<file path="config.mk">
export PLATFORM = sky130hd
export DESIGN_NAME = alu_lanes
export DESIGN_NICKNAME = d
export VERILOG_FILES = /design/src/include/gpu_defines.svh /design/src/source/gpu_pkg.sv /design/src/source/alu_lanes.sv
export SDC_FILE = /design/constraint.sdc
export NUM_CORES = 1
export LEC_CHECK = 0
export BUFFER_PORTS_ARGS = -buffer_cell sky130_fd_sc_hd__clkbuf_2
export CELL_PAD_IN_SITES_DETAIL_PLACEMENT = 1
export CELL_PAD_IN_SITES_GLOBAL_PLACEMENT = 1
export CORE_AREA = 2 2 348 350
export DETAILED_ROUTE_END_ITERATION = 8
export DIE_AREA = 0 0 350 352
export PLACE_DENSITY_LB_ADDON = 0.1
export SYNTH_ARGS = -nofsm -noshare
export SYNTH_HDL_FRONTEND = slang
export SYNTH_SLANG_ARGS = --single-unit
</file>
<file path="constraint.sdc">
create_clock -name clk -period 6.43 [get_ports clk]
set_clock_uncertainty 0.15 [all_clocks]
set_input_delay 0.3215 -clock clk [delete_from_list [all_inputs] [get_ports clk]]
set_output_delay 0.3215 -clock clk [all_outputs]
set_load 0.02 [all_outputs]
</file>
<file path="src/include/gpu_defines.svh">
/*
 * Width helpers shared by the execution cluster RTL.
 * Include after the timescale line in any module that sizes an index field.
 */
`ifndef GPU_DEFINES_SVH
`define GPU_DEFINES_SVH

// Ceiling log2, never less than one bit so a one-entry index still has a wire
`define CLOG2_UP(x) (((x) > 1) ? $clog2(x) : 1)

// Number of lane packets that cover a warp of the given thread count
`define PKT_COUNT(threads, lanes) ((threads) / (lanes))

`endif

</file>
<file path="src/source/gpu_pkg.sv">
/*
 * Core-wide constants, the ALU opcode encoding and the stream payloads.
 * Every module of the execution cluster imports this package by wildcard.
 */
package gpu_pkg;

    localparam int NUM_THREADS = 8;
    localparam int XLEN        = 32;
    localparam int NUM_WARPS   = 8;
    localparam int NW_BITS     = 3;
    localparam int UUID_BITS   = 8;
    localparam int NR_BITS     = 5;

    // Lane packets are sized for the widest block, narrower blocks use the low lanes
    localparam int MAX_LANES = NUM_THREADS;
    localparam int PID_BITS  = 3;

    typedef enum logic [2:0] {
        ADD = 3'd0,
        SUB = 3'd1,
        AND = 3'd2,
        OR  = 3'd3,
        XOR = 3'd4,
        SLT = 3'd5
    } alu_op_e;

    // Whole-warp instruction as handed over by the issue stage
    typedef struct packed {
        logic [UUID_BITS-1:0]                  uuid;
        logic [NW_BITS-1:0]                    wid;
        logic [NUM_THREADS-1:0]                tmask;
        logic [XLEN-1:0]                       pc;
        alu_op_e                               op;
        logic [NR_BITS-1:0]                    rd;
        logic                                  wb;
        logic [NUM_THREADS-1:0][XLEN-1:0]      rs1;
        logic [NUM_THREADS-1:0][XLEN-1:0]      rs2;
    } issue_req_t;

    // Full-width result presented on a commit port
    typedef struct packed {
        logic [UUID_BITS-1:0]                  uuid;
        logic [NW_BITS-1:0]                    wid;
        logic [NUM_THREADS-1:0]                tmask;
        logic [XLEN-1:0]                       pc;
        logic                                  wb;
        logic [NR_BITS-1:0]                    rd;
        logic [NUM_THREADS-1:0][XLEN-1:0]      data;
        logic                                  sop;
        logic                                  eop;
    } commit_t;

    typedef struct packed {
        logic [UUID_BITS-1:0]                  uuid;
        logic [NW_BITS-1:0]                    wid;
        logic [MAX_LANES-1:0]                  tmask;
        logic [XLEN-1:0]                       pc;
        alu_op_e                               op;
        logic [NR_BITS-1:0]                    rd;
        logic                                  wb;
        logic [MAX_LANES-1:0][XLEN-1:0]        rs1;
        logic [MAX_LANES-1:0][XLEN-1:0]        rs2;
        logic [PID_BITS-1:0]                   pid;
        logic                                  sop;
        logic                                  eop;
    } lane_pkt_t;

    typedef struct packed {
        logic [UUID_BITS-1:0]                  uuid;
        logic [NW_BITS-1:0]                    wid;
        logic [MAX_LANES-1:0]                  tmask;
        logic [XLEN-1:0]                       pc;
        logic [NR_BITS-1:0]                    rd;
        logic                                  wb;
        logic [MAX_LANES-1:0][XLEN-1:0]        data;
        logic [PID_BITS-1:0]                   pid;
        logic                                  sop;
        logic                                  eop;
    } lane_res_t;

endpackage

</file>
<file path="src/source/alu_lanes.sv">
/*
 * One ALU block. Computes the opcode for each active lane of a packet and
 * holds the result with its tags in a single valid/ready pipeline register.
 */
`timescale 1ns/1ps

module alu_lanes import gpu_pkg::*; #(
    parameter int NUM_LANES = 2
) (
    input  logic      clk,
    input  logic      rst_n,

    input  logic      pkt_valid,
    input  lane_pkt_t pkt_data,
    output logic      pkt_ready,

    output logic      res_valid,
    output lane_res_t res_data,
    input  logic      res_ready
);
    logic      valid_r;
    lane_res_t res_r;
    lane_res_t res_next;

    function automatic logic [XLEN-1:0] alu_calc(input alu_op_e op,
                                                 input logic [XLEN-1:0] a,
                                                 input logic [XLEN-1:0] b);
        logic [XLEN-1:0] r;
        case (op)
            ADD:     r = a + b;
            SUB:     r = a - b;
            AND:     r = a & b;
            OR:      r = a | b;
            XOR:     r = a ^ b;
            SLT:     r = XLEN'($signed(a) < $signed(b));
            default: r = '0;
        endcase
        return r;
    endfunction

    always_comb begin
        res_next       = '0;
        res_next.uuid  = pkt_data.uuid;
        res_next.wid   = pkt_data.wid;
        res_next.tmask = pkt_data.tmask;
        res_next.pc    = pkt_data.pc;
        res_next.rd    = pkt_data.rd;
        res_next.wb    = pkt_data.wb;
        res_next.pid   = pkt_data.pid;
        res_next.sop   = pkt_data.sop;
        res_next.eop   = pkt_data.eop;
        // Lanes above NUM_LANES and inactive lanes stay zero
        for (int l = 0; l < NUM_LANES; l++) begin
            if (pkt_data.tmask[l]) begin
                res_next.data[l] = alu_calc(pkt_data.op, pkt_data.rs1[l], pkt_data.rs2[l]);
            end
        end
    end

    // The register accepts whenever it is empty or being drained this cycle
    assign pkt_ready = res_ready || !valid_r;

    always_ff @(posedge clk) begin
        if (!rst_n) begin
            valid_r <= 1'b0;
        end else if (pkt_ready) begin
            valid_r <= pkt_valid;
        end
    end

    always_ff @(posedge clk) begin
        if (pkt_ready && pkt_valid) begin
            res_r <= res_next;
        end
    end

    assign res_valid = valid_r;
    assign res_data  = res_r;

    a_res_hold: assert property (@(posedge clk) disable iff (!rst_n)
        (res_valid && !res_ready) |=> (res_valid && $stable(res_data)));

endmodule

</file>
Yosys cells after proc, flatten, opt, wreduce, memory -nomap -nowiden
Cells that the tools add are included.
{"block": "classes", "addsub": 4, "magnitude_cmp": 2, "eq_ne": 5, "muxes": 2, "n_bitwise": 6, "n_reduce_logical": 4}
{"operator": "one-hot mux 32 bit (6 select lines)", "n": 2}
{"operator": "adder 32 bit", "n": 2}
{"operator": "bitwise AND 32 bit", "n": 2}
{"operator": "< comparator 32 bit", "n": 2}
{"operator": "OR 32 bit", "n": 2}
{"operator": "subtractor 32 bit", "n": 2}
{"operator": "bitwise XOR 32 bit", "n": 2}
{"operator": "equality test 3 x 2 -> 1 bit, second input constant", "n": 2}
{"operator": "equality test 3 bit, second input constant", "n": 2}
{"operator": "equality test 3 x 1 -> 1 bit, second input constant", "n": 1}
{"operator": "logical NOT 3 bit", "n": 1}
{"operator": "logical AND 1 bit", "n": 1}
{"operator": "logical NOT 1 bit", "n": 1}
{"operator": "logical OR 1 bit", "n": 1}
{"block": "word_totals", "ff_bits": 127, "input_bits": 581, "wordCells": 35}

Depth between registers and ports, before layout
{"block": "logic_depth", "word_depth": 3, "mapped_depth": 14, "mapped_depth_nobuf": 14}

Least setup slack after synthesis
OpenSTA, ideal clock, no wires.
{"block": "synth_timing", "kind": "register to register", "startpoint": "register valid_r (netlist: res_valid)", "endpoint": "register res_r (netlist bit res_data[0]), enable pin", "setup_time_ns": 0.500, "t_arrival_ns": 3.550, "required_time_ns": 5.780, "path_slack_ns": 2.231, "path_stages_with_launch": 3, "path_cell_list": "dfxtp_1 -> nand2b_1 -> and2_1"}
{"block": "synth_via", "elab_chain_len": 3}
{"item": "from (decl)", "line_no": "alu_lanes.sv:21", "source": "logic valid_r;"}
{"item": "from (signal assigned)", "line_no": "alu_lanes.sv:67", "source": "valid_r <= pkt_valid;"}
{"item": "logical NOT 1 bit", "line_no": "alu_lanes.sv:61", "source": "assign pkt_ready = res_ready || !valid_r;"}
{"item": "logical OR 1 bit", "line_no": "alu_lanes.sv:61"}
{"item": "named net pkt_ready", "line_no": "alu_lanes.sv:15", "source": "output logic pkt_ready,"}
{"item": "logical AND 1 bit", "line_no": "alu_lanes.sv:72", "source": "if (pkt_ready && pkt_valid) begin"}
{"item": "to (signal assigned)", "line_no": "alu_lanes.sv:73", "source": "res_r <= res_next;"}
{"item": "to (decl)", "line_no": "alu_lanes.sv:22", "source": "lane_res_t res_r;"}
The timed path passes the listed nets, and every way through them passes these cells.
A chain may end at the register's enable or synchronous reset.

Worst setup path after layout
{"block": "layout_timing", "startpoint": "input pkt_data[6] (netlist name)", "endpoint": "register res_r (netlist bit res_data[36]), data pin"}
{"block": "layout_via", "elab_chain_len": 2, "elab_cells_between_ends": 3, "classes_between": "add/sub: 2; mux: 1"}
{"item": "from (decl)", "line_no": "alu_lanes.sv:14", "source": "input lane_pkt_t pkt_data,"}
{"item": "subtractor 32 bit or adder 32 bit (tied branches)", "line_no": "alu_lanes.sv:31, alu_lanes.sv:30"}
{"item": "one-hot mux 32 bit (6 select lines) *", "line_no": "alu_lanes.sv:29", "source": "case (op)"}
Mark *: on every way between the ends. The rest lies on a longest branch, timed or not.

==> metrics.yaml <==
outcome:
  status: "completed"
cts:
  cts_sinks: 127
  worstSkewPairLatency_ps: 480
  path_clk_slew_ps: 80
  clock_path_buffers: 2
  cts_made_buffers: 17
  h-tree-depth: 4
  cts_tree: "yes"
  root_buffer: "clkbuf_16"
  cts_resized: 0
routing:
  drtAntennaViolNets: 0
  drc_errors: 0
  first_pass_iters: 5
  num_vias: 15224
  drt_iter0_drc: 461
  wire_per_inst_um: 20.37
  viasPerCell: 3.885
  routed_wl_um: 79840
grt:
  antenna_found_initial: 13
  grt_start_max_net_pins: 78
  grt_pass1_vias: 16078
  grt_pass1_wl_um: 114000
  track_usage_pct: 12.63
  grt-ovfl-total: 0
timing:
  rsz0062_at_grt: "false"
  clock.fmax_mhz: 232.5
  min_period_over_period_pct: 66.90
  fin_ws_ps: 2128
  setup_violations: 0
  fin_crit_ps: 4302
  hold_viol: 0
  slew_headroom_pct: 30.87
  drv_slew: 0
  worst_pin_slew_ps: 1037
  tns_ps: 0
  whs_ps: 31.48
yosys:
  netlist_top_cells_area: "edfxtp_1 24%, ha_1 16%, buf_4 9.4%"
  synth_top_cell_area_share_pct: 24.19
  synth_edf_count: 126
  synth_top_family_by_area: "compound AO/OA/AOI/OAI gates"
  ys_seq_area_share_pct: 24.32
  synth-seq-cells: 127
  synthCells: 1977
  synth_common_cells: "214 x a21oi_1, 195 x buf_4, 195 x ha_1"
  yosys.area.top_type: "edfxtp_1"
  synth_cell_types: 87
  synth_xor_area_share_pct: 2.856
  synthAdderAreaFrac_pct: 16.11
  netlist_area_sq_um: 15640
  ys.flop_type: "edfxtp_1"
  synth-async-reset-ratio_pct: 0
  yosys.area_share.simple_pct: 13.57
  postSynthAreaPerCell_sq_um: 7.911
  muxShareOfSynthArea_pct: 0.4480
  synth_compound_area_share_pct: 25.82
  synth-warning-count: 0
  post-synth-top-count-cell: "a21oi_1"
power_and_ir_drop:
  ir_drop_v: 0.0002153
  seq_power_share_pct: 28.8
  p_leak_nw: 8.575
  net-switching-power_mw: 1.517
  p_int_mw: 1.937
  p_per_area_nw_per_um2: 177.2
  clkPwrFrac_pct: 31.3
  power_mw: 3.454
  comb_power_share_pct: 39.8
  sw_frac_of_total_pct: 43.91
placed_design:
  pre_cts_ws_ps: 1633
  port_buffers: 324
  place.gp.congestion: 0.7531
  dp_hpwl_um: 61450
floorplan:
  die_x_um: 350
  core_sq_um: 119300
  die_h_um: 352
  ios: 901
  start_util_pct: 13.11
  rows: 127
  die_area_sq_um: 123200
critical_path:
  cp.arrival_ps: 4360
  critPathKind: "in2reg"
  cp-end-kind: "flip-flop"
  r2r_setup_slack_ps: 3730
  crit_fanout: 5
  start_kind: "primary input"
  cp.required_ps: 6490
cells_and_area:
  post-route-util_pct: 16.33
  final_net_count: 3073
  area_delta_synth_final_pct: 24.61
  drive_above_1_share_pct: 17.78
job:
  cap_viol_max_count: 0
min_path:
  min_path_type: "in2reg"
state kept, by name, summed over array words and instances (netlist names):
| signal | flops |
|---|---|
| res_data | 126 |
| res_valid | 1 |
power groups by stage:
| stage | Combinational, mW | Clock, mW | Sequential [mW] |
|---|---|---|---|
| floorplan | 0.896 | 0 | 1.09 |
| detailed placement | 1.37 | 0 | 1.02 |
| CTS | 1.41 | 1.16 | 0.998 |
| global route | 1.53 | 1.17 | 1.00 |
| global placement | 1.37 | 0 | 1.02 |
| finish | 1.38 | 1.08 | 0.996 |
stage by stage:
step,cell area (sq um),instances
floorplan,16360,2168
global placement,18270,3824
detailed placement,18270,3824
CTS,19490,3918
global route,19490,3918
finish,19490,3919
cell families (layout without fill, tap and decap cells):
| group | count (synthesis) | count (layout) |
|---|---|---|
| buffers and inverters | 496 | 634 |
| xor gates and xnor gates | 51 | 51 |
| DFF | 127 | 127 |
| and+or+nand+nor | 475 | 475 |
| other | 1 | 193 |
| AOI/OAI and AO/OA | 621 | 621 |
| adders and majority gates | 199 | 199 |
| muxes | 7 | 7 |
final timing paths:
check / from / end / cells past startpoint
setup / recovery: pkt_data[6] / res_data[36]$_SDFFCE_PN0P_ / 13
hold / removal: pkt_data[559] / res_data[300]$_DFFE_PP_ / 1
hold reg to reg: res_valid$_SDFFE_PN0N_ / res_data[303]$_DFFE_PP_ / 2
setup reg to reg: res_valid$_SDFFE_PN0N_ / res_data[271]$_DFFE_PP_ / 3
final cells by class:
type	instances	area [sq um]
Tap cell	1612	2017
Fill cell	14323	99850
Inverter	198	743.2
Sequential cell	127	3804
Multi-Input combinational cell	1545	9950
Antenna cell	1	2.502
Timing Repair Buffer	404	2380
Clock inverter	15	167.7
Clock buffer	17	425.4
layout by cell type, fill, tap and decap left out, types with 17 or more instances in the layout:
| cell | instances |
|---|---|
| dlygate4sd3_1 | 62 |
| a21oi_1 | 214 |
| nand3_1 | 26 |
| conb_1 | 192 |
| nor4_1 | 21 |
| buf_4 | 19 |
| o31ai_1 | 20 |
| a31oi_1 | 19 |
| edfxtp_1 | 126 |
| clkbuf_16 | 17 |
| a21o_1 | 32 |
| a211oi_1 | 20 |
| o21ai_0 | 106 |
| nor3_1 | 39 |
| clkbuf_2 | 322 |
| xnor2_1 | 43 |
| nand2b_1 | 17 |
| inv_1 | 192 |
| o211ai_1 | 37 |
| ha_1 | 195 |
| o21bai_1 | 25 |
| nor2_1 | 189 |
| nand2_1 | 118 |
timing repair:
item,in CTS,in global routing
setup buffers,0,0
endpoints found under the hold margin,61,0
hold buffers,62,0
endpoints found under the setup margin,0,0
routing by layer:
layer / share of wire, % / vias to the layer above / GRT usage [%]
li1: - / 7218 / -
met1: 46 / 7423 / 16.21
met2: 47 / 514 / 21.64
met3: 6.0 / 53 / 2.994
met4: 0.81 / 16 / 1.991
met5: 0.15 / - / 0
worst max-delay path: stages:
cell and delay (ps):
clkbuf_2 130, inv_1 100, ha_1 350, a211oi_1 110
o21ai_0 340, o21ai_0 180, buf_4 190, o21ai_0 510
a31oi_1 310, o21ai_0 600, a21boi_0 290, a2111o_1 470
o22ai_1 450
(Power assumes the default switching activity.)
