**src/include/gpu_defines.svh**
```systemverilog
/*
 * Width helpers shared by the execution cluster RTL.
 * Include after the timescale line in any module that sizes an index field.
 */
`ifndef GPU_DEFINES_SVH
`define GPU_DEFINES_SVH

// Ceiling log2, never less than one bit so a one-entry index still has a wire
`define CLOG2_UP(x) (((x) > 1) ? $clog2(x) : 1)

// Number of lane packets that cover a warp of the given thread count
`define PKT_COUNT(threads, lanes) ((threads) / (lanes))

`endif

```
**src/source/gpu_pkg.sv**
```systemverilog
/*
 * Core-wide constants, the ALU opcode encoding and the stream payloads.
 * Every module of the execution cluster imports this package by wildcard.
 */
package gpu_pkg;

    localparam int NUM_THREADS = 8;
    localparam int XLEN        = 32;
    localparam int NUM_WARPS   = 8;
    localparam int NW_BITS     = 3;
    localparam int UUID_BITS   = 8;
    localparam int NR_BITS     = 5;

    // Lane packets are sized for the widest block, narrower blocks use the low lanes
    localparam int MAX_LANES = NUM_THREADS;
    localparam int PID_BITS  = 3;

    typedef enum logic [2:0] {
        ADD = 3'd0,
        SUB = 3'd1,
        AND = 3'd2,
        OR  = 3'd3,
        XOR = 3'd4,
        SLT = 3'd5
    } alu_op_e;

    // Whole-warp instruction as handed over by the issue stage
    typedef struct packed {
        logic [UUID_BITS-1:0]                  uuid;
        logic [NW_BITS-1:0]                    wid;
        logic [NUM_THREADS-1:0]                tmask;
        logic [XLEN-1:0]                       pc;
        alu_op_e                               op;
        logic [NR_BITS-1:0]                    rd;
        logic                                  wb;
        logic [NUM_THREADS-1:0][XLEN-1:0]      rs1;
        logic [NUM_THREADS-1:0][XLEN-1:0]      rs2;
    } issue_req_t;

    // Full-width result presented on a commit port
    typedef struct packed {
        logic [UUID_BITS-1:0]                  uuid;
        logic [NW_BITS-1:0]                    wid;
        logic [NUM_THREADS-1:0]                tmask;
        logic [XLEN-1:0]                       pc;
        logic                                  wb;
        logic [NR_BITS-1:0]                    rd;
        logic [NUM_THREADS-1:0][XLEN-1:0]      data;
        logic                                  sop;
        logic                                  eop;
    } commit_t;

    typedef struct packed {
        logic [UUID_BITS-1:0]                  uuid;
        logic [NW_BITS-1:0]                    wid;
        logic [MAX_LANES-1:0]                  tmask;
        logic [XLEN-1:0]                       pc;
        alu_op_e                               op;
        logic [NR_BITS-1:0]                    rd;
        logic                                  wb;
        logic [MAX_LANES-1:0][XLEN-1:0]        rs1;
        logic [MAX_LANES-1:0][XLEN-1:0]        rs2;
        logic [PID_BITS-1:0]                   pid;
        logic                                  sop;
        logic                                  eop;
    } lane_pkt_t;

    typedef struct packed {
        logic [UUID_BITS-1:0]                  uuid;
        logic [NW_BITS-1:0]                    wid;
        logic [MAX_LANES-1:0]                  tmask;
        logic [XLEN-1:0]                       pc;
        logic [NR_BITS-1:0]                    rd;
        logic                                  wb;
        logic [MAX_LANES-1:0][XLEN-1:0]        data;
        logic [PID_BITS-1:0]                   pid;
        logic                                  sop;
        logic                                  eop;
    } lane_res_t;

endpackage

```
**src/source/lane_dispatch.sv**
```systemverilog
/*
 * Splits one warp instruction into lane packets and sends them to the ALU
 * block of the instruction's issue slot. Serves one instruction at a time.
 */
`timescale 1ns/1ps
`include "gpu_defines.svh"

module lane_dispatch import gpu_pkg::*; #(
    parameter int NUM_LANES  = 2,
    parameter int ISSUE_CNT  = 4,
    parameter int BLOCK_SIZE = 2
) (
    input  logic                  clk,
    input  logic                  rst_n,

    input  logic                  issue_valid,
    input  issue_req_t            issue_data,
    output logic                  issue_ready,

    output logic [BLOCK_SIZE-1:0] pkt_valid,
    output lane_pkt_t             pkt_data,
    input  logic [BLOCK_SIZE-1:0] pkt_ready
);
    localparam int NUM_PKTS  = `PKT_COUNT(NUM_THREADS, NUM_LANES);
    localparam int PKT_IDX_W = `CLOG2_UP(NUM_PKTS);
    localparam int SLOT_W    = `CLOG2_UP(ISSUE_CNT);
    localparam int BLK_W     = `CLOG2_UP(BLOCK_SIZE);

    logic                 busy_r;
    logic                 sop_r;
    logic [PKT_IDX_W-1:0] pid_r;
    issue_req_t           req_r;

    logic [PKT_IDX_W:0]   first_sel;
    logic [PKT_IDX_W:0]   next_sel;
    logic                 next_hit;
    logic [SLOT_W-1:0]    slot;
    logic [BLK_W-1:0]     blk;
    logic                 issue_fire;
    logic                 pkt_fire;

    // Lowest packet index at or above 'from' whose mask slice has a live thread,
    // with the found flag in the top bit
    function automatic logic [PKT_IDX_W:0] find_slice(input logic [NUM_THREADS-1:0] mask,
                                                      input int from);
        logic [PKT_IDX_W:0] res;
        res = '0;
        for (int p = NUM_PKTS - 1; p >= 0; p--) begin
            if (p >= from && |mask[p*NUM_LANES +: NUM_LANES]) begin
                res = {1'b1, PKT_IDX_W'(p)};
            end
        end
        return res;
    endfunction

    assign first_sel = find_slice(issue_data.tmask, 0);
    assign next_sel  = find_slice(req_r.tmask, int'(pid_r) + 1);
    assign next_hit  = next_sel[PKT_IDX_W];

    assign slot = SLOT_W'(int'(req_r.wid) % ISSUE_CNT);
    assign blk  = BLK_W'(int'(slot) % BLOCK_SIZE);

    assign issue_ready = !busy_r;
    assign issue_fire  = issue_valid && issue_ready;
    assign pkt_fire    = busy_r && pkt_ready[blk];

    always_comb begin
        pkt_valid      = '0;
        pkt_valid[blk] = busy_r;
    end

    always_comb begin
        pkt_data      = '0;
        pkt_data.uuid = req_r.uuid;
        pkt_data.wid  = req_r.wid;
        pkt_data.pc   = req_r.pc;
        pkt_data.op   = req_r.op;
        pkt_data.rd   = req_r.rd;
        pkt_data.wb   = req_r.wb;
        pkt_data.pid  = PID_BITS'(pid_r);
        pkt_data.sop  = sop_r;
        pkt_data.eop  = !next_hit;
        for (int l = 0; l < NUM_LANES; l++) begin
            pkt_data.tmask[l] = req_r.tmask[pid_r*NUM_LANES + l];
            pkt_data.rs1[l]   = req_r.rs1[pid_r*NUM_LANES + l];
            pkt_data.rs2[l]   = req_r.rs2[pid_r*NUM_LANES + l];
        end
    end

    always_ff @(posedge clk) begin
        if (!rst_n) begin
            busy_r <= 1'b0;
            sop_r  <= 1'b0;
            pid_r  <= '0;
        end else if (issue_fire) begin
            // An all-zero mask has nothing to send and is dropped here
            busy_r <= first_sel[PKT_IDX_W];
            sop_r  <= 1'b1;
            pid_r  <= first_sel[PKT_IDX_W-1:0];
        end else if (pkt_fire) begin
            if (next_hit) begin
                pid_r <= next_sel[PKT_IDX_W-1:0];
                sop_r <= 1'b0;
            end else begin
                busy_r <= 1'b0;
            end
        end
    end

    always_ff @(posedge clk) begin
        if (issue_fire) begin
            req_r <= issue_data;
        end
    end

    // The issue stage never hands over a warp with no active thread
    a_issue_mask: assert property (@(posedge clk) disable iff (!rst_n)
        issue_fire |-> (issue_data.tmask != '0));

endmodule

```
**config.mk**
```make
export PLATFORM = sky130hd
export DESIGN_NAME = lane_dispatch
export DESIGN_NICKNAME = d
export VERILOG_FILES = /design/src/source/gpu_pkg.sv /design/src/source/lane_dispatch.sv
export VERILOG_INCLUDE_DIRS = /design/src /design/src/include
export SDC_FILE = /design/constraint.sdc
export NUM_CORES = 1
export LEC_CHECK = 0
export ABC_CLOCK_PERIOD_IN_PS = 21800
export BUFFER_PORTS_ARGS = -buffer_cell sky130_fd_sc_hd__buf_2
export CAP_MARGIN = 30
export CORE_AREA = 10 10 441 443
export DETAILED_ROUTE_END_ITERATION = 7
export DIE_AREA = 0 0 451 453
export SLEW_MARGIN = 20
export SYNTH_ARGS = -nofsm -noshare
export SYNTH_HDL_FRONTEND = slang
export SYNTH_SLANG_ARGS = --single-unit
```
**constraint.sdc**
```tcl
create_clock -name clk -period 21.8 [get_ports clk]
set_input_delay 4.36 -clock clk [delete_from_list [all_inputs] [get_ports clk]]
set_output_delay 4.36 -clock clk [all_outputs]
set_load 0.01 [all_outputs]
```
======== After elaboration in Yosys (flattened, before gate mapping) ========
Index checks and enable logic that the tools add are counted.
storage, ports and cells
  register bits after elaboration ......... 576
  input port bits ......................... 577
  output and inout port bits .............. 580
  word-level logic and storage cells ...... 92
operators by class
  add/sub/neg operators ................... 2
  magnitude comparators ................... 8
  equal/unequal tests ..................... 1
  muxes and demuxes ....................... 33
  bitwise operators ....................... 1
  reduce and logical (&&, ||, !) cells .... 21
operator list
  cell                                                               number
  binary-select mux 32 bit (select 3 bit)                            2
  binary-select mux 32 bit (select 2 bit)                            2
  2-to-1 mux 32 bit                                                  4
  2-to-1 mux 3 bit                                                   8
  OR reduction 2 bit                                                 8
  2-to-1 mux 1 bit                                                   11
  logical AND 1 bit                                                  7
  greater-or-equal comparator 1 x 3 -> 1 bit (first input constant)  2
  greater-or-equal comparator 2 x 3 -> 1 bit (first input constant)  2
  2-to-1 mux 2 bit                                                   3
  adder 3 x 1 -> 4 bit (second input constant)                       1
  less-than comparator 3 x 4 -> 1 bit (second input constant)        1
  less-than comparator 4 bit (second input constant)                 1
  AND reduction 2 bit                                                2
  nonzero test 2 bit                                                 2
  adder 2 x 1 -> 3 bit (second input constant)                       1
  binary-select mux 1 bit (select 3 bit)                             1
  bitwise AND 2 bit                                                  1
  binary-select mux 1 bit (select 2 bit)                             1
  zero test 1 bit                                                    2
  less-than comparator 1 x 2 -> 1 bit (second input constant)        1
  != test 2 x 1 -> 1 bit (second input constant)                     1
  demux 1 bit (select 1 bit)                                         1
  greater-or-equal comparator 1 bit (second input constant)          1

======== Depth between registers and ports, before layout ========
  word-level depth ........................ 10
  gate-level depth with buffers ........... 6
  gate-level depth less buffers ........... 6

======== Worst setup path before layout ========
OpenSTA, ideal clock, no wires.
  kind .................................... input -> register
  start ................................... input port issue_valid
  end ..................................... register pid_r[1]
  library setup time ...................... 116 ps
  arrival time ............................ 17493 ps
  required time ........................... 21684 ps
  setup slack ............................. 4190 ps
  stages .................................. 5
  buffers on the path ..................... 0
  cell sequence ........................... nand2_2 inv_1 a21oi_1 a311o_1 o211a_1
between the ends
  cells in the longest elaborated chain, start to end .. 3
  elaborated cells between the ends (all ways) .. 5
  classes of those cells .................. mux (1); reduce/logical (4)
ends and longest elaborated chain
  element                               line                  text
  from (decl)                           lane_dispatch.sv:16   input logic issue_valid,
  logical AND 1 bit *                   lane_dispatch.sv:64   assign issue_fire = issue_valid && issue_ready;
  named net issue_fire                  lane_dispatch.sv:39   logic issue_fire;
  nonzero test 2 bit (no source line)   -
  AND reduction 2 bit (no source line)  -
  to (signal assigned)                  lane_dispatch.sv:99   pid_r <= first_sel[PKT_IDX_W-1:0];
  to (signal assigned)                  lane_dispatch.sv:102  pid_r <= next_sel[PKT_IDX_W-1:0];
  to (decl)                             lane_dispatch.sv:31   logic [PKT_IDX_W-1:0] pid_r;
Mark *: on every way through the listed nets, which the timed path passes. The rest lies on a longest branch.
A chain may end at the register's enable or synchronous reset.

==> results.md <==
* Final max-slew violation count at 0
* WL/cell at around 20 um
* Critical-path cell list: buf_4, buf_4, mux4_2, buf_2
* Cells after synthesis at 1218
* Slew headroom at 0.249
* Status: complete, no violations
* Combinational power share at 0.130
* Synth cell types at 32
* Synth top cells by count: edfxtp_1, buf_4, mux4_2, buf_2, buf_6
* Slowest stage delay, CP at 850 ps
* CTS Buffer Depth at 3
* R2r endpoint: pkt_data[538]
* Die outline area at 0.204 mm2
* Final WL at 93100 um
* Final Cycle Share at 0.373
* Most common cell in the synthesized netlist: edfxtp_1
* Peak Freq at approximately 0.12 GHz
* Synthesized flop and latch total at 576
* Syn Std Cell Area at around 0.024 mm2
* H-tree Lvls at 3
* First-pass iteration count of the detailed router at 5
* Hold Path Depth at 2
* CP max stage cell: dfxtp_4
* WS Path Type: reg -> out
* Number of global-route vias before repair at roughly 14000
* Seq pwr share at 0.480
* Most frequently used flop master after synthesis: edfxtp_1
* Hold Vio Cnt, Final at 0
* Placeable Area at 0.185 mm2
* Clock skew at 28.0 ps
* Row count at approximately 160
* Final setup TNS at 0 ps
* PD cells at 89.7 mW/mm2
* Clock sinks at 576
* Port Buffers at between 700 and 800
* Period minus WS final at 8140 ps
* Switching Fraction at 0.257
* CP required at between 15000 and 20000 ps
* Reg2reg path depth at 5
* Reg-to-Reg Start: busy_r
* Hold/Removal Path Class: reg -> reg
* Setup bufs post-CTS at 0
* P_int at roughly 2100 uW
* Post-synth ARST share at 0
* Finished Layout Cells at between 4000 and 5000
* Share of the synthesized area in the top cell type at 0.717
* Starting Density at 0.129
* CP startpoint kind: flop
* Die height at around 450 um
* Hold Crit Start: sop_r
* Gr usage total at 0.0850
* Layout cells sized above 1 at 0.494
* Ranking of synthesized cells by area: edfxtp_1, buf_4, mux4_2
* Initial antenna violation count at 42
* GP Congestion at 0.901
* CTS tree: built
* Unrepaired setup endpoints after global routing: false
* CTS clk-pin slew, worst paths at 50 ps
* Cts bufs inserted at 67
* CP Capture Type: output pin
* Via count of the routed design at 12900
* First-pass GRT wire length at between 100000 and 150000 um
* Root buf cell: clkbuf_16
* Worst vdd ir at 0.0779 mV
* Io pins at approximately 1200
* Area Growth Syn to Fin at 29.8%
* Final #Nets at approximately 2600
* Post-Syn Area per Cell at slightly below 20 um2
* Net switching power at between 700 and 800 uW
* Vias per cell at 2.85
* Count of final setup violators at 0
* R2r setup slk at 18970 ps
* Max Cap Viol at 0
* CP arrival at ~3800 ps
* Clock network power share at 0.390
* Drc violations at 0
* Pin count of the biggest net entering global routing at roughly 180
* GRT overflow at 0
* Largest area contributor in the netlist: edfxtp_1
* Critical Path Fanout Max at 39
* Min-Delay Endpoint: sop_r
* Cts-stage hold buffer count at 0
* Dpl cells at roughly 4400
* Actual slew at the worst max-slew pin at 1130 ps
* Ys Warns at 0
* Count of antenna-violating nets left after detailed routing at 0
* HPWL Detailed at between 70000 and 80000 um
* Clk Latency, worst-skew pair at around 660 ps
* Sequential area share after synthesis at 0.720
* Post-CTS Resized at 0
* Post-synth EDFFs at about 570
* Crit path top cell by count: buf_4
* Leak pwr at 0.0117 uW
* Drt initial violations at approximately 1100
* Die X at ~450 um
## layer usage
| metal | up-vias | GRT usage | share of wire |
|---|---|---|---|
| met5 | - | 0 | 0.00082 |
| met4 | 12 | 0.0281 | 0.022 |
| met3 | 112 | 0.0394 | 0.11 |
| met2 | 832 | 0.149 | 0.52 |
| met1 | 6539 | 0.0901 | 0.34 |
| li1 | 5392 | - | - |
## flip-flops by register name, indices dropped and copies added (netlist names)
register	count
req_r	520
pkt_data	52
busy_r	1
sop_r	1
pid_r	2
## critical path: cells and delay by family, from the launching register on
family / cells / cell delay (ps)
mux: 1 / 680
buf+inv: 3 / 1490
flops: 1 / 850
## through the flow
step | hold WS (ps) | cell area (um2) | total power (uW) | utilization | setup WS [ps]
after floorplan | 453 | 25400 | 1630 | - | 4190
after global placement | 462 | 28900 | 1730 | 0.156 | 14130
after detailed placement | 472 | 29000 | 1730 | 0.157 | 14100
after CTS | 480 | 31100 | 2840 | 0.168 | 13380
after global routing | 502 | 31100 | 2910 | 0.168 | 13260
final | 481 | 31100 | 2790 | 0.168 | 13660
## final cells by class
class / instances / area (um2)
fillers: 20100 / 154000
flip-flops and latches: 576 / 17300
multi-input cells: 556 / 4610
repair buffers: 776 / 4000
well taps: 2480 / 3100
clock buffers: 81 / 1790
clock inverters: 36 / 297
diodes: 11 / 27.5
inverters: 2 / 15.0
## worst max path at each step
stage	from	end	slack (ps)	depth (start not counted)
detailed placement	pid_r[0]	pkt_data[9]	14100	4
finish	pid_r[0]	pkt_data[9]	13660	4
floorplan	issue_valid	pid_r[1]	4190	5
CTS	pid_r[0]	pkt_data[9]	13380	4
global route	pid_r[0]	pkt_data[9]	13260	4
global placement	pid_r[0]	pkt_data[313]	14130	4
## layout by cell type (no fill, tap or decap), drive strengths merged, types with 2 or more instances in the layout
| master | n |
|---|---|
| mux4 | 130 |
| nor3 | 2 |
| bufinv | 3 |
| clkinvlp | 3 |
| a21boi | 2 |
| nor2 | 8 |
| a21oi | 3 |
| inv | 5 |
| clkinv | 27 |
| diode | 11 |
| dfxtp | 4 |
| conb | 391 |
| nand2 | 4 |
| buf | 776 |
| nor4 | 2 |
| o21ai | 3 |
| clkbuf | 81 |
| edfxtp | 572 |
## power by group through the flow
stage               clock network (uW)  registers [uW]  logic, uW
floorplan                            0            1380        254
global placement                     0            1360        363
detailed placement                   0            1360        368
CTS                               1130            1340        369
global route                      1170            1350        394
finish                            1090            1340        362
## cells by family (layout without fill, tap and decap cells)
kind of cell           after synthesis  in the layout  synth area share
AO/OA/AOI/OAI                       15             15           0.00454
other                                1            402          0.000157
multiplexers                       132            132             0.123
buffers and inverters              476            895             0.148
flip-flops                         576            576             0.720
AND/OR/NAND/NOR                     18             18           0.00366
(Power assumes the default switching activity.)
