--- src/include/gpu_defines.svh ---
/*
 * Width helpers shared by the execution cluster RTL.
 * Include after the timescale line in any module that sizes an index field.
 */
`ifndef GPU_DEFINES_SVH
`define GPU_DEFINES_SVH

// Ceiling log2, never less than one bit so a one-entry index still has a wire
`define CLOG2_UP(x) (((x) > 1) ? $clog2(x) : 1)

// Number of lane packets that cover a warp of the given thread count
`define PKT_COUNT(threads, lanes) ((threads) / (lanes))

`endif

--- src/source/gpu_pkg.sv ---
/*
 * Core-wide constants, the ALU opcode encoding and the stream payloads.
 * Every module of the execution cluster imports this package by wildcard.
 */
package gpu_pkg;

    localparam int NUM_THREADS = 8;
    localparam int XLEN        = 32;
    localparam int NUM_WARPS   = 8;
    localparam int NW_BITS     = 3;
    localparam int UUID_BITS   = 8;
    localparam int NR_BITS     = 5;

    // Lane packets are sized for the widest block, narrower blocks use the low lanes
    localparam int MAX_LANES = NUM_THREADS;
    localparam int PID_BITS  = 3;

    typedef enum logic [2:0] {
        ADD = 3'd0,
        SUB = 3'd1,
        AND = 3'd2,
        OR  = 3'd3,
        XOR = 3'd4,
        SLT = 3'd5
    } alu_op_e;

    // Whole-warp instruction as handed over by the issue stage
    typedef struct packed {
        logic [UUID_BITS-1:0]                  uuid;
        logic [NW_BITS-1:0]                    wid;
        logic [NUM_THREADS-1:0]                tmask;
        logic [XLEN-1:0]                       pc;
        alu_op_e                               op;
        logic [NR_BITS-1:0]                    rd;
        logic                                  wb;
        logic [NUM_THREADS-1:0][XLEN-1:0]      rs1;
        logic [NUM_THREADS-1:0][XLEN-1:0]      rs2;
    } issue_req_t;

    // Full-width result presented on a commit port
    typedef struct packed {
        logic [UUID_BITS-1:0]                  uuid;
        logic [NW_BITS-1:0]                    wid;
        logic [NUM_THREADS-1:0]                tmask;
        logic [XLEN-1:0]                       pc;
        logic                                  wb;
        logic [NR_BITS-1:0]                    rd;
        logic [NUM_THREADS-1:0][XLEN-1:0]      data;
        logic                                  sop;
        logic                                  eop;
    } commit_t;

    typedef struct packed {
        logic [UUID_BITS-1:0]                  uuid;
        logic [NW_BITS-1:0]                    wid;
        logic [MAX_LANES-1:0]                  tmask;
        logic [XLEN-1:0]                       pc;
        alu_op_e                               op;
        logic [NR_BITS-1:0]                    rd;
        logic                                  wb;
        logic [MAX_LANES-1:0][XLEN-1:0]        rs1;
        logic [MAX_LANES-1:0][XLEN-1:0]        rs2;
        logic [PID_BITS-1:0]                   pid;
        logic                                  sop;
        logic                                  eop;
    } lane_pkt_t;

    typedef struct packed {
        logic [UUID_BITS-1:0]                  uuid;
        logic [NW_BITS-1:0]                    wid;
        logic [MAX_LANES-1:0]                  tmask;
        logic [XLEN-1:0]                       pc;
        logic [NR_BITS-1:0]                    rd;
        logic                                  wb;
        logic [MAX_LANES-1:0][XLEN-1:0]        data;
        logic [PID_BITS-1:0]                   pid;
        logic                                  sop;
        logic                                  eop;
    } lane_res_t;

endpackage

--- src/source/elastic_buffer.sv ---
/*
 * Valid/ready stage for lane results. OUT_REG=0 passes the stream straight
 * through, OUT_REG=1 adds a two-entry skid buffer with a registered output.
 */
`timescale 1ns/1ps

module elastic_buffer import gpu_pkg::*; #(
    parameter int OUT_REG = 1
) (
    input  logic      clk,
    input  logic      rst_n,

    input  logic      valid_in,
    output logic      ready_in,
    input  lane_res_t data_in,

    output logic      valid_out,
    input  logic      ready_out,
    output lane_res_t data_out
);
    if (OUT_REG == 0) begin : g_bypass
        assign valid_out = valid_in;
        assign data_out  = data_in;
        assign ready_in  = ready_out;
    end else begin : g_skid
        logic      out_valid_r;
        lane_res_t out_data_r;
        logic      skid_valid_r;
        lane_res_t skid_data_r;
        logic      out_load;

        // Input stalls only once the skid entry behind a full output is taken
        assign ready_in = !skid_valid_r;
        assign out_load = !out_valid_r || ready_out;

        always_ff @(posedge clk) begin
            if (!rst_n) begin
                out_valid_r  <= 1'b0;
                skid_valid_r <= 1'b0;
            end else if (out_load) begin
                // The skid entry is older than anything at the input
                out_valid_r  <= skid_valid_r || valid_in;
                skid_valid_r <= 1'b0;
            end else if (valid_in && ready_in) begin
                skid_valid_r <= 1'b1;
            end
        end

        always_ff @(posedge clk) begin
            if (out_load) begin
                out_data_r <= skid_valid_r ? skid_data_r : data_in;
            end else if (valid_in && ready_in) begin
                skid_data_r <= data_in;
            end
        end

        assign valid_out = out_valid_r;
        assign data_out  = out_data_r;

        // With both entries held and the output stalled the skid entry is never overwritten
        a_no_overflow: assert property (@(posedge clk) disable iff (!rst_n)
            (out_valid_r && skid_valid_r && !ready_out)
                |=> (skid_valid_r && $stable(skid_data_r)));
    end

endmodule

--- src/source/gather_unit.sv ---
/*
 * Steers ALU block results to the commit port of their issue slot through an
 * elastic buffer per port, then widens each packet to full warp width at its pid.
 */
`timescale 1ns/1ps
`include "gpu_defines.svh"

module gather_unit import gpu_pkg::*; #(
    parameter int NUM_LANES  = 2,
    parameter int ISSUE_CNT  = 4,
    parameter int BLOCK_SIZE = 2,
    parameter int OUT_REG    = 1
) (
    input  logic                             clk,
    input  logic                             rst_n,

    input  logic      [BLOCK_SIZE-1:0]       res_valid,
    input  lane_res_t [BLOCK_SIZE-1:0]       res_data,
    output logic      [BLOCK_SIZE-1:0]       res_ready,

    output logic      [ISSUE_CNT-1:0]        commit_valid,
    output commit_t   [ISSUE_CNT-1:0]        commit_data,
    input  logic      [ISSUE_CNT-1:0]        commit_ready
);
    localparam int SLOT_W = `CLOG2_UP(ISSUE_CNT);

    logic      [BLOCK_SIZE-1:0][SLOT_W-1:0] blk_slot;
    logic      [ISSUE_CNT-1:0]              buf_valid;
    lane_res_t [ISSUE_CNT-1:0]              buf_data;
    logic      [ISSUE_CNT-1:0]              buf_ready;

    // Block i owns the slots whose low bits equal i and takes the upper bits from wid
    for (genvar i = 0; i < BLOCK_SIZE; i++) begin : g_slot
        assign blk_slot[i] = SLOT_W'(((int'(res_data[i].wid) % ISSUE_CNT) / BLOCK_SIZE)
                                     * BLOCK_SIZE + i);
        assign res_ready[i] = buf_ready[blk_slot[i]];
    end

    always_comb begin
        buf_valid = '0;
        buf_data  = '0;
        for (int i = 0; i < BLOCK_SIZE; i++) begin
            buf_valid[blk_slot[i]] = res_valid[i];
            buf_data[blk_slot[i]]  = res_data[i];
        end
    end

    for (genvar p = 0; p < ISSUE_CNT; p++) begin : g_port
        logic      eb_valid;
        lane_res_t eb_data;
        commit_t   wide;

        elastic_buffer #(
            .OUT_REG (OUT_REG)
        ) out_buf (
            .clk       (clk),
            .rst_n     (rst_n),
            .valid_in  (buf_valid[p]),
            .ready_in  (buf_ready[p]),
            .data_in   (buf_data[p]),
            .valid_out (eb_valid),
            .ready_out (commit_ready[p]),
            .data_out  (eb_data)
        );

        // Threads outside this packet's slice come out with mask and data cleared
        always_comb begin
            wide      = '0;
            wide.uuid = eb_data.uuid;
            wide.wid  = eb_data.wid;
            wide.pc   = eb_data.pc;
            wide.wb   = eb_data.wb;
            wide.rd   = eb_data.rd;
            wide.sop  = eb_data.sop;
            wide.eop  = eb_data.eop;
            for (int l = 0; l < NUM_LANES; l++) begin
                wide.tmask[eb_data.pid*NUM_LANES + l] = eb_data.tmask[l];
                wide.data[eb_data.pid*NUM_LANES + l]  = eb_data.data[l];
            end
        end

        assign commit_valid[p] = eb_valid;
        assign commit_data[p]  = wide;
    end

    // Packets held by distinct blocks never belong to the same issue slot
    for (genvar i = 0; i < BLOCK_SIZE; i++) begin : g_chk_i
        for (genvar j = i + 1; j < BLOCK_SIZE; j++) begin : g_chk_j
            a_slot_unique: assert property (@(posedge clk) disable iff (!rst_n)
                !(res_valid[i] && res_valid[j]
                  && ((int'(res_data[i].wid) % ISSUE_CNT)
                      == (int'(res_data[j].wid) % ISSUE_CNT))));
        end
    end

endmodule

--- config.mk ---
export PLATFORM = sky130hd
export DESIGN_NAME = gather_unit
export DESIGN_NICKNAME = d
export VERILOG_FILES = /design/src/source/gpu_pkg.sv /design/src/source/elastic_buffer.sv /design/src/source/gather_unit.sv
export VERILOG_INCLUDE_DIRS = /design/src /design/src/include
export SDC_FILE = /design/constraint.sdc
export NUM_CORES = 2
export LEC_CHECK = 0
export BUFFER_PORTS_ARGS = -buffer_cell sky130_fd_sc_hd__buf_2
export CAP_MARGIN = 20
export CORE_AREA = 2 2 748 750
export DETAILED_ROUTE_END_ITERATION = 10
export DIE_AREA = 0 0 750 752
export PLACE_DENSITY_LB_ADDON = 0.2
export SYNTH_ARGS = -nofsm -noshare
export SYNTH_HDL_FRONTEND = slang
export SYNTH_HIERARCHICAL = 1
export SYNTH_SLANG_ARGS = --single-unit
--- constraint.sdc ---
create_clock -name clk -period 76.3 [get_ports clk]
set_input_delay 7.63 -clock clk [delete_from_list [all_inputs] [get_ports clk]]
set_output_delay 7.63 -clock clk [all_outputs]
set_load 0.005 [all_outputs]
# == Word level (Yosys, flattened, before mapping) ==
# Cells that the tools add are included.
# W data, S select, Z words.
# word_totals
word_cells,256
register_bits,1760
output_inout_bits,1266
input_bits,644
# classes
bitwise,15
reduce_logical,38
muxes,58
order_cmp,20
n_addsub,5
# ops
op,count
$mux W318,6
$and A1272 B954 Y1272,1
$bwmux W1272,1
$and A256 B224 Y256,4
$bwmux W256,4
$demux W318 S2,1
$demux W32 S3,4
$demux W318 S1,1
$demux W32 S2,4
$mux W32,8
$and A8 B7 Y8,4
$bwmux W8,4
$add A4 B1 Y5 const B,4
$ge A5 B1 Y1 const B,4
$lt A5 B4 Y1 const B,4
$ge A4 B1 Y1 const B,4
$lt A4 B4 Y1 const B,4
$logic_and A1 B1 Y1,14
$mux W1,13
$demux W1 S3,4
$demux W1 S2,5
$logic_not A1 Y1,8
$logic_or A1 B1 Y1,8
$reduce_and A2 Y1,4
9 further kinds,18

# == Longest topological paths before layout ==
# depth
ltp_word,8
mapped_depth,6
mapped_depth_nobuf,3

# == Modules after synthesis ==
# The synthesis kept the hierarchy.
# modules_own_cells
module,seq_area_each_um2,area_per_inst_um2,cells_per_inst,n_inst
elastic_buffer,19138.4,23217.3,998,4
gather_unit,0.0,21276.7,2825,1

# == Worst setup path after synthesis ==
# OpenSTA, ideal clock, no wires.
# synth_path
path_kind,in2reg
start,input commit_ready[0]
end,"register g_port[0].out_buf/g_skid.skid_data_r[0] (netlist name), enable pin"
setup_ns,7.490
path_slack_ns,14.581
required_time_ns,68.810
path_buffers,0
arrival_time_ns,54.230
stages,2
cell_sequence,nand2b_1 nor3b_1
# synth_via
elab_chain_len,3
# synth_lines
element,line,text
"start, declared",gather_unit.sv:23,input logic [ISSUE_CNT-1:0] commit_ready
$logic_or A1 B1 Y1,elastic_buffer.sv:34,assign out_load = !out_valid_r || ready_out;
$not A1 Y1 (no source line),n/a,
$reduce_and A2 Y1 (no source line),n/a,
"end signal, assigned",elastic_buffer.sv:53,skid_data_r <= data_in;
"end, declared",elastic_buffer.sv:29,lane_res_t skid_data_r;
# Every way passes these cells.
# A chain may end at the register's enable or synchronous reset.

# == Worst setup path after layout ==
# layout_path
start,input res_data[626] (netlist name)
end,output res_ready[1]
# layout_via
elab_chain_len,3
# layout_lines
element,line,text
"start, declared",gather_unit.sv:18,"input lane_res_t [BLOCK_SIZE-1:0] res_data,"
$add A2 B1 Y2,gather_unit.sv:35,* BLOCK_SIZE + i);
$bmux W1 S2,gather_unit.sv:36,assign res_ready[i] = buf_ready[blk_slot[i]];
$mux W1 (implied by the code),gather_unit.sv:36,
"end, declared",gather_unit.sv:19,"output logic [BLOCK_SIZE-1:0] res_ready,"
# Every way passes these cells. The select of a mux whose other input is x is not followed.

==> key figures <==
GRT
  • Vias in the first global route: 35680
  • Initial antenna violation count: 170
  • First-pass GRT wire length: 362.4 mm
  • Pin count of the biggest net entering global routing: 241
  • Gr ovfl total: 0
  • Total track usage: 9.458%

Final layout
  • Non-filler instance count after layout: 12330
  • Core Util, Final: 12.73%
  • Area Growth Syn to Fin: 37.78%
  • Nets: 5385
  • Final Cell Area: 0.07073 mm²
  • Share of layout cells above drive strength 1: 50.90%

CTS
  • Worst-path clk slew: 0.06 ns
  • Clock root buffer: clkbuf_16
  • H-tree depth: 4
  • Cts bufs inserted: 138
  • Worst-Skew Late Latency: 0.84 ns
  • Setup repair bufs after CTS: 0
  • Clock sink count: 968
  • CTS max path bufs: 4
  • Hold buffers post-CTS: 0
  • CTS tree: built
  • Resized cells post-CTS: 0

Placement
  • Final Wtd Congestion: 0.7604
  • Hpwl dp: 218.6 mm
  • Dpl cells: 12050
  • Post-DP Area: 0.06639 mm²
  • Port buffer count: 1513
  • Place WS: 59.78 ns

Detailed routing
  • Initial drt markers: 3333
  • DR WL/cell: 23.15 µm
  • DRT Pass-1 Iters: 6
  • DRC errors left: 0
  • DRT antenna net count: 0
  • Via count: 37770
  • DRT Wirelength: 285.4 mm
  • Average vias per placed instance: 3.063

Power
  • Sw Ratio: 28.45%
  • Power Dens Cells: 20.39 mW/mm²
  • Seq pwr share: 45.6%
  • Leakage: 27.19 nW
  • Clk network pwr share: 42.9%
  • Internal power component: 1.032 mW
  • Sw power: 410.2 µW
  • Combinational share of power: 11.5%
  • Pwr Total: 1.442 mW
  • Peak VDD IR: 14.89 µV

Setup path
  • Largest stage delay, worst path: 0.51 ns
  • CP max FO: 89
  • Crit-path slowest cell: clkbuf_8
  • FF-to-FF End: g_port[1].out_buf/g_skid.skid_data_r[27]$_DFFE_PP_
  • Crit end category: output pin
  • Reg2Reg Depth: 5
  • Reg-to-reg slack, setup: 72.75 ns
  • CP Launch Type: input port
  • Worst reg2reg startpoint: g_port[1].out_buf/valid_out$_SDFFE_PN0P_
  • Critical Path AT: 8.84 ns
  • CP Class: in2out
  • Crit-path cells: clkbuf_8, mux2_2, buf_2
  • Required time of the critical path: 68.67 ns

Worst hold path
  • Hold Crit Endpoint: g_port[2].out_buf/data_out[60]$_DFFE_PP_
  • Hold-critical path depth: 1
  • Startpoint of the worst hold path: g_port[2].out_buf/g_skid.skid_data_r[60]$_DFFE_PP_
  • HP Class: reg2reg

Timing
  • Final setup vio count: 0
  • RSZ-0062 raised after global routing: false
  • F_max: 60.71 MHz
  • Slew @ Worst Pin: 1.113 ns
  • WHS: 0.5206 ns
  • Clock Skews: 0.08913 ns
  • Fin crit period: 16.47 ns
  • Final Max Tran Viols: 0
  • Final Hold Fails: 0
  • Setup WS post-layout: 59.83 ns
  • Setup tns final: 0 ns
  • Final period utilization: 21.59%
  • Slew HR: 25.79%

Status
  • Status: complete, no violations

Yosys
  • Cell count after synthesis: 3503
  • Warnings, synthesis: 6
  • Synthesized area: 0.05133 mm²
  • Syn Area/Cell: 14.65 µm²

Floorplanning
  • Die ar.: 0.5640 mm²
  • Io pins: 1910
  • Die Wd: 750 µm
  • # rows: 274
  • Starting density of the core: 9.237%
  • Die Y: 752 µm
  • Core Footprint: 0.5557 mm²

Flow run
  • Maxcap violations: 0
[area by class of cell]
class,count,area [µm²]
clock inverters,64,561.8
clock buffers,172,3643
repair buffers,1587,8248
diodes,41,102.6
flip-flops and latches,968,29000
well taps,7452,9324
multi-input cells,2042,19830
inverters,4,15.01
fillers,62850,485000
[flip-flops by register name, indices dropped and copies added, names as in the netlist]
signal and flops:
g_port.out_buf/valid_out 4, g_port.out_buf/g_skid.skid_valid_r 4, g_port.out_buf/g_skid.skid_data_r 480, g_port.out_buf/data_out 480
[placed cells by master (no fill, tap or decap), drive strengths merged, types with 11 or more instances in the layout]
cell	count
and2	240
and2b	92
and4b	264
and4bb	191
buf	1585
clkbuf	174
clkinv	47
diode	41
edfxtp	960
inv	11
mux2	482
nor2b	148
nor4b	264
nor4bb	337
[worst max-delay path, delay by kind of cell]
family	cells	cell delay, ns
buf+inv	2	0.66
mux	1	0.46
[power groups by stage]
stage	Combinational, mW	Sequential (mW)	Clock (mW)
6_report	0.166	0.657	0.618
5_1_grt	0.181	0.660	0.664
4_1_cts	0.170	0.660	0.649
3_5_place_dp	0.169	0.670	0
3_3_place_gp	0.168	0.670	0
2_1_floorplan	0.0940	0.632	0
[how the worst max path moves through the flow]
stage	from	end	slack [ns]	cells after the start
after floorplan	commit_ready[0]	g_port[0].out_buf/g_skid.skid_data_r[0]$_DFFE_PP_	55.94	2
after global placement	res_data[626]	res_ready[1]	59.79	3
after detailed placement	res_data[626]	res_ready[1]	59.78	3
after CTS	res_data[626]	res_ready[1]	59.78	3
after global routing	res_data[626]	res_ready[1]	59.74	3
final	res_data[626]	res_ready[1]	59.83	3
[per-layer routing]
metal,GRT usage [%],share of wire (%),vias up
met5,0,0.097,-
met2,14.09,42,1826
li1,-,-,16370
met1,13.38,47,19190
met3,2.865,8.9,333
met4,1.916,2.0,44
Power figures use the tool's default switching activity.
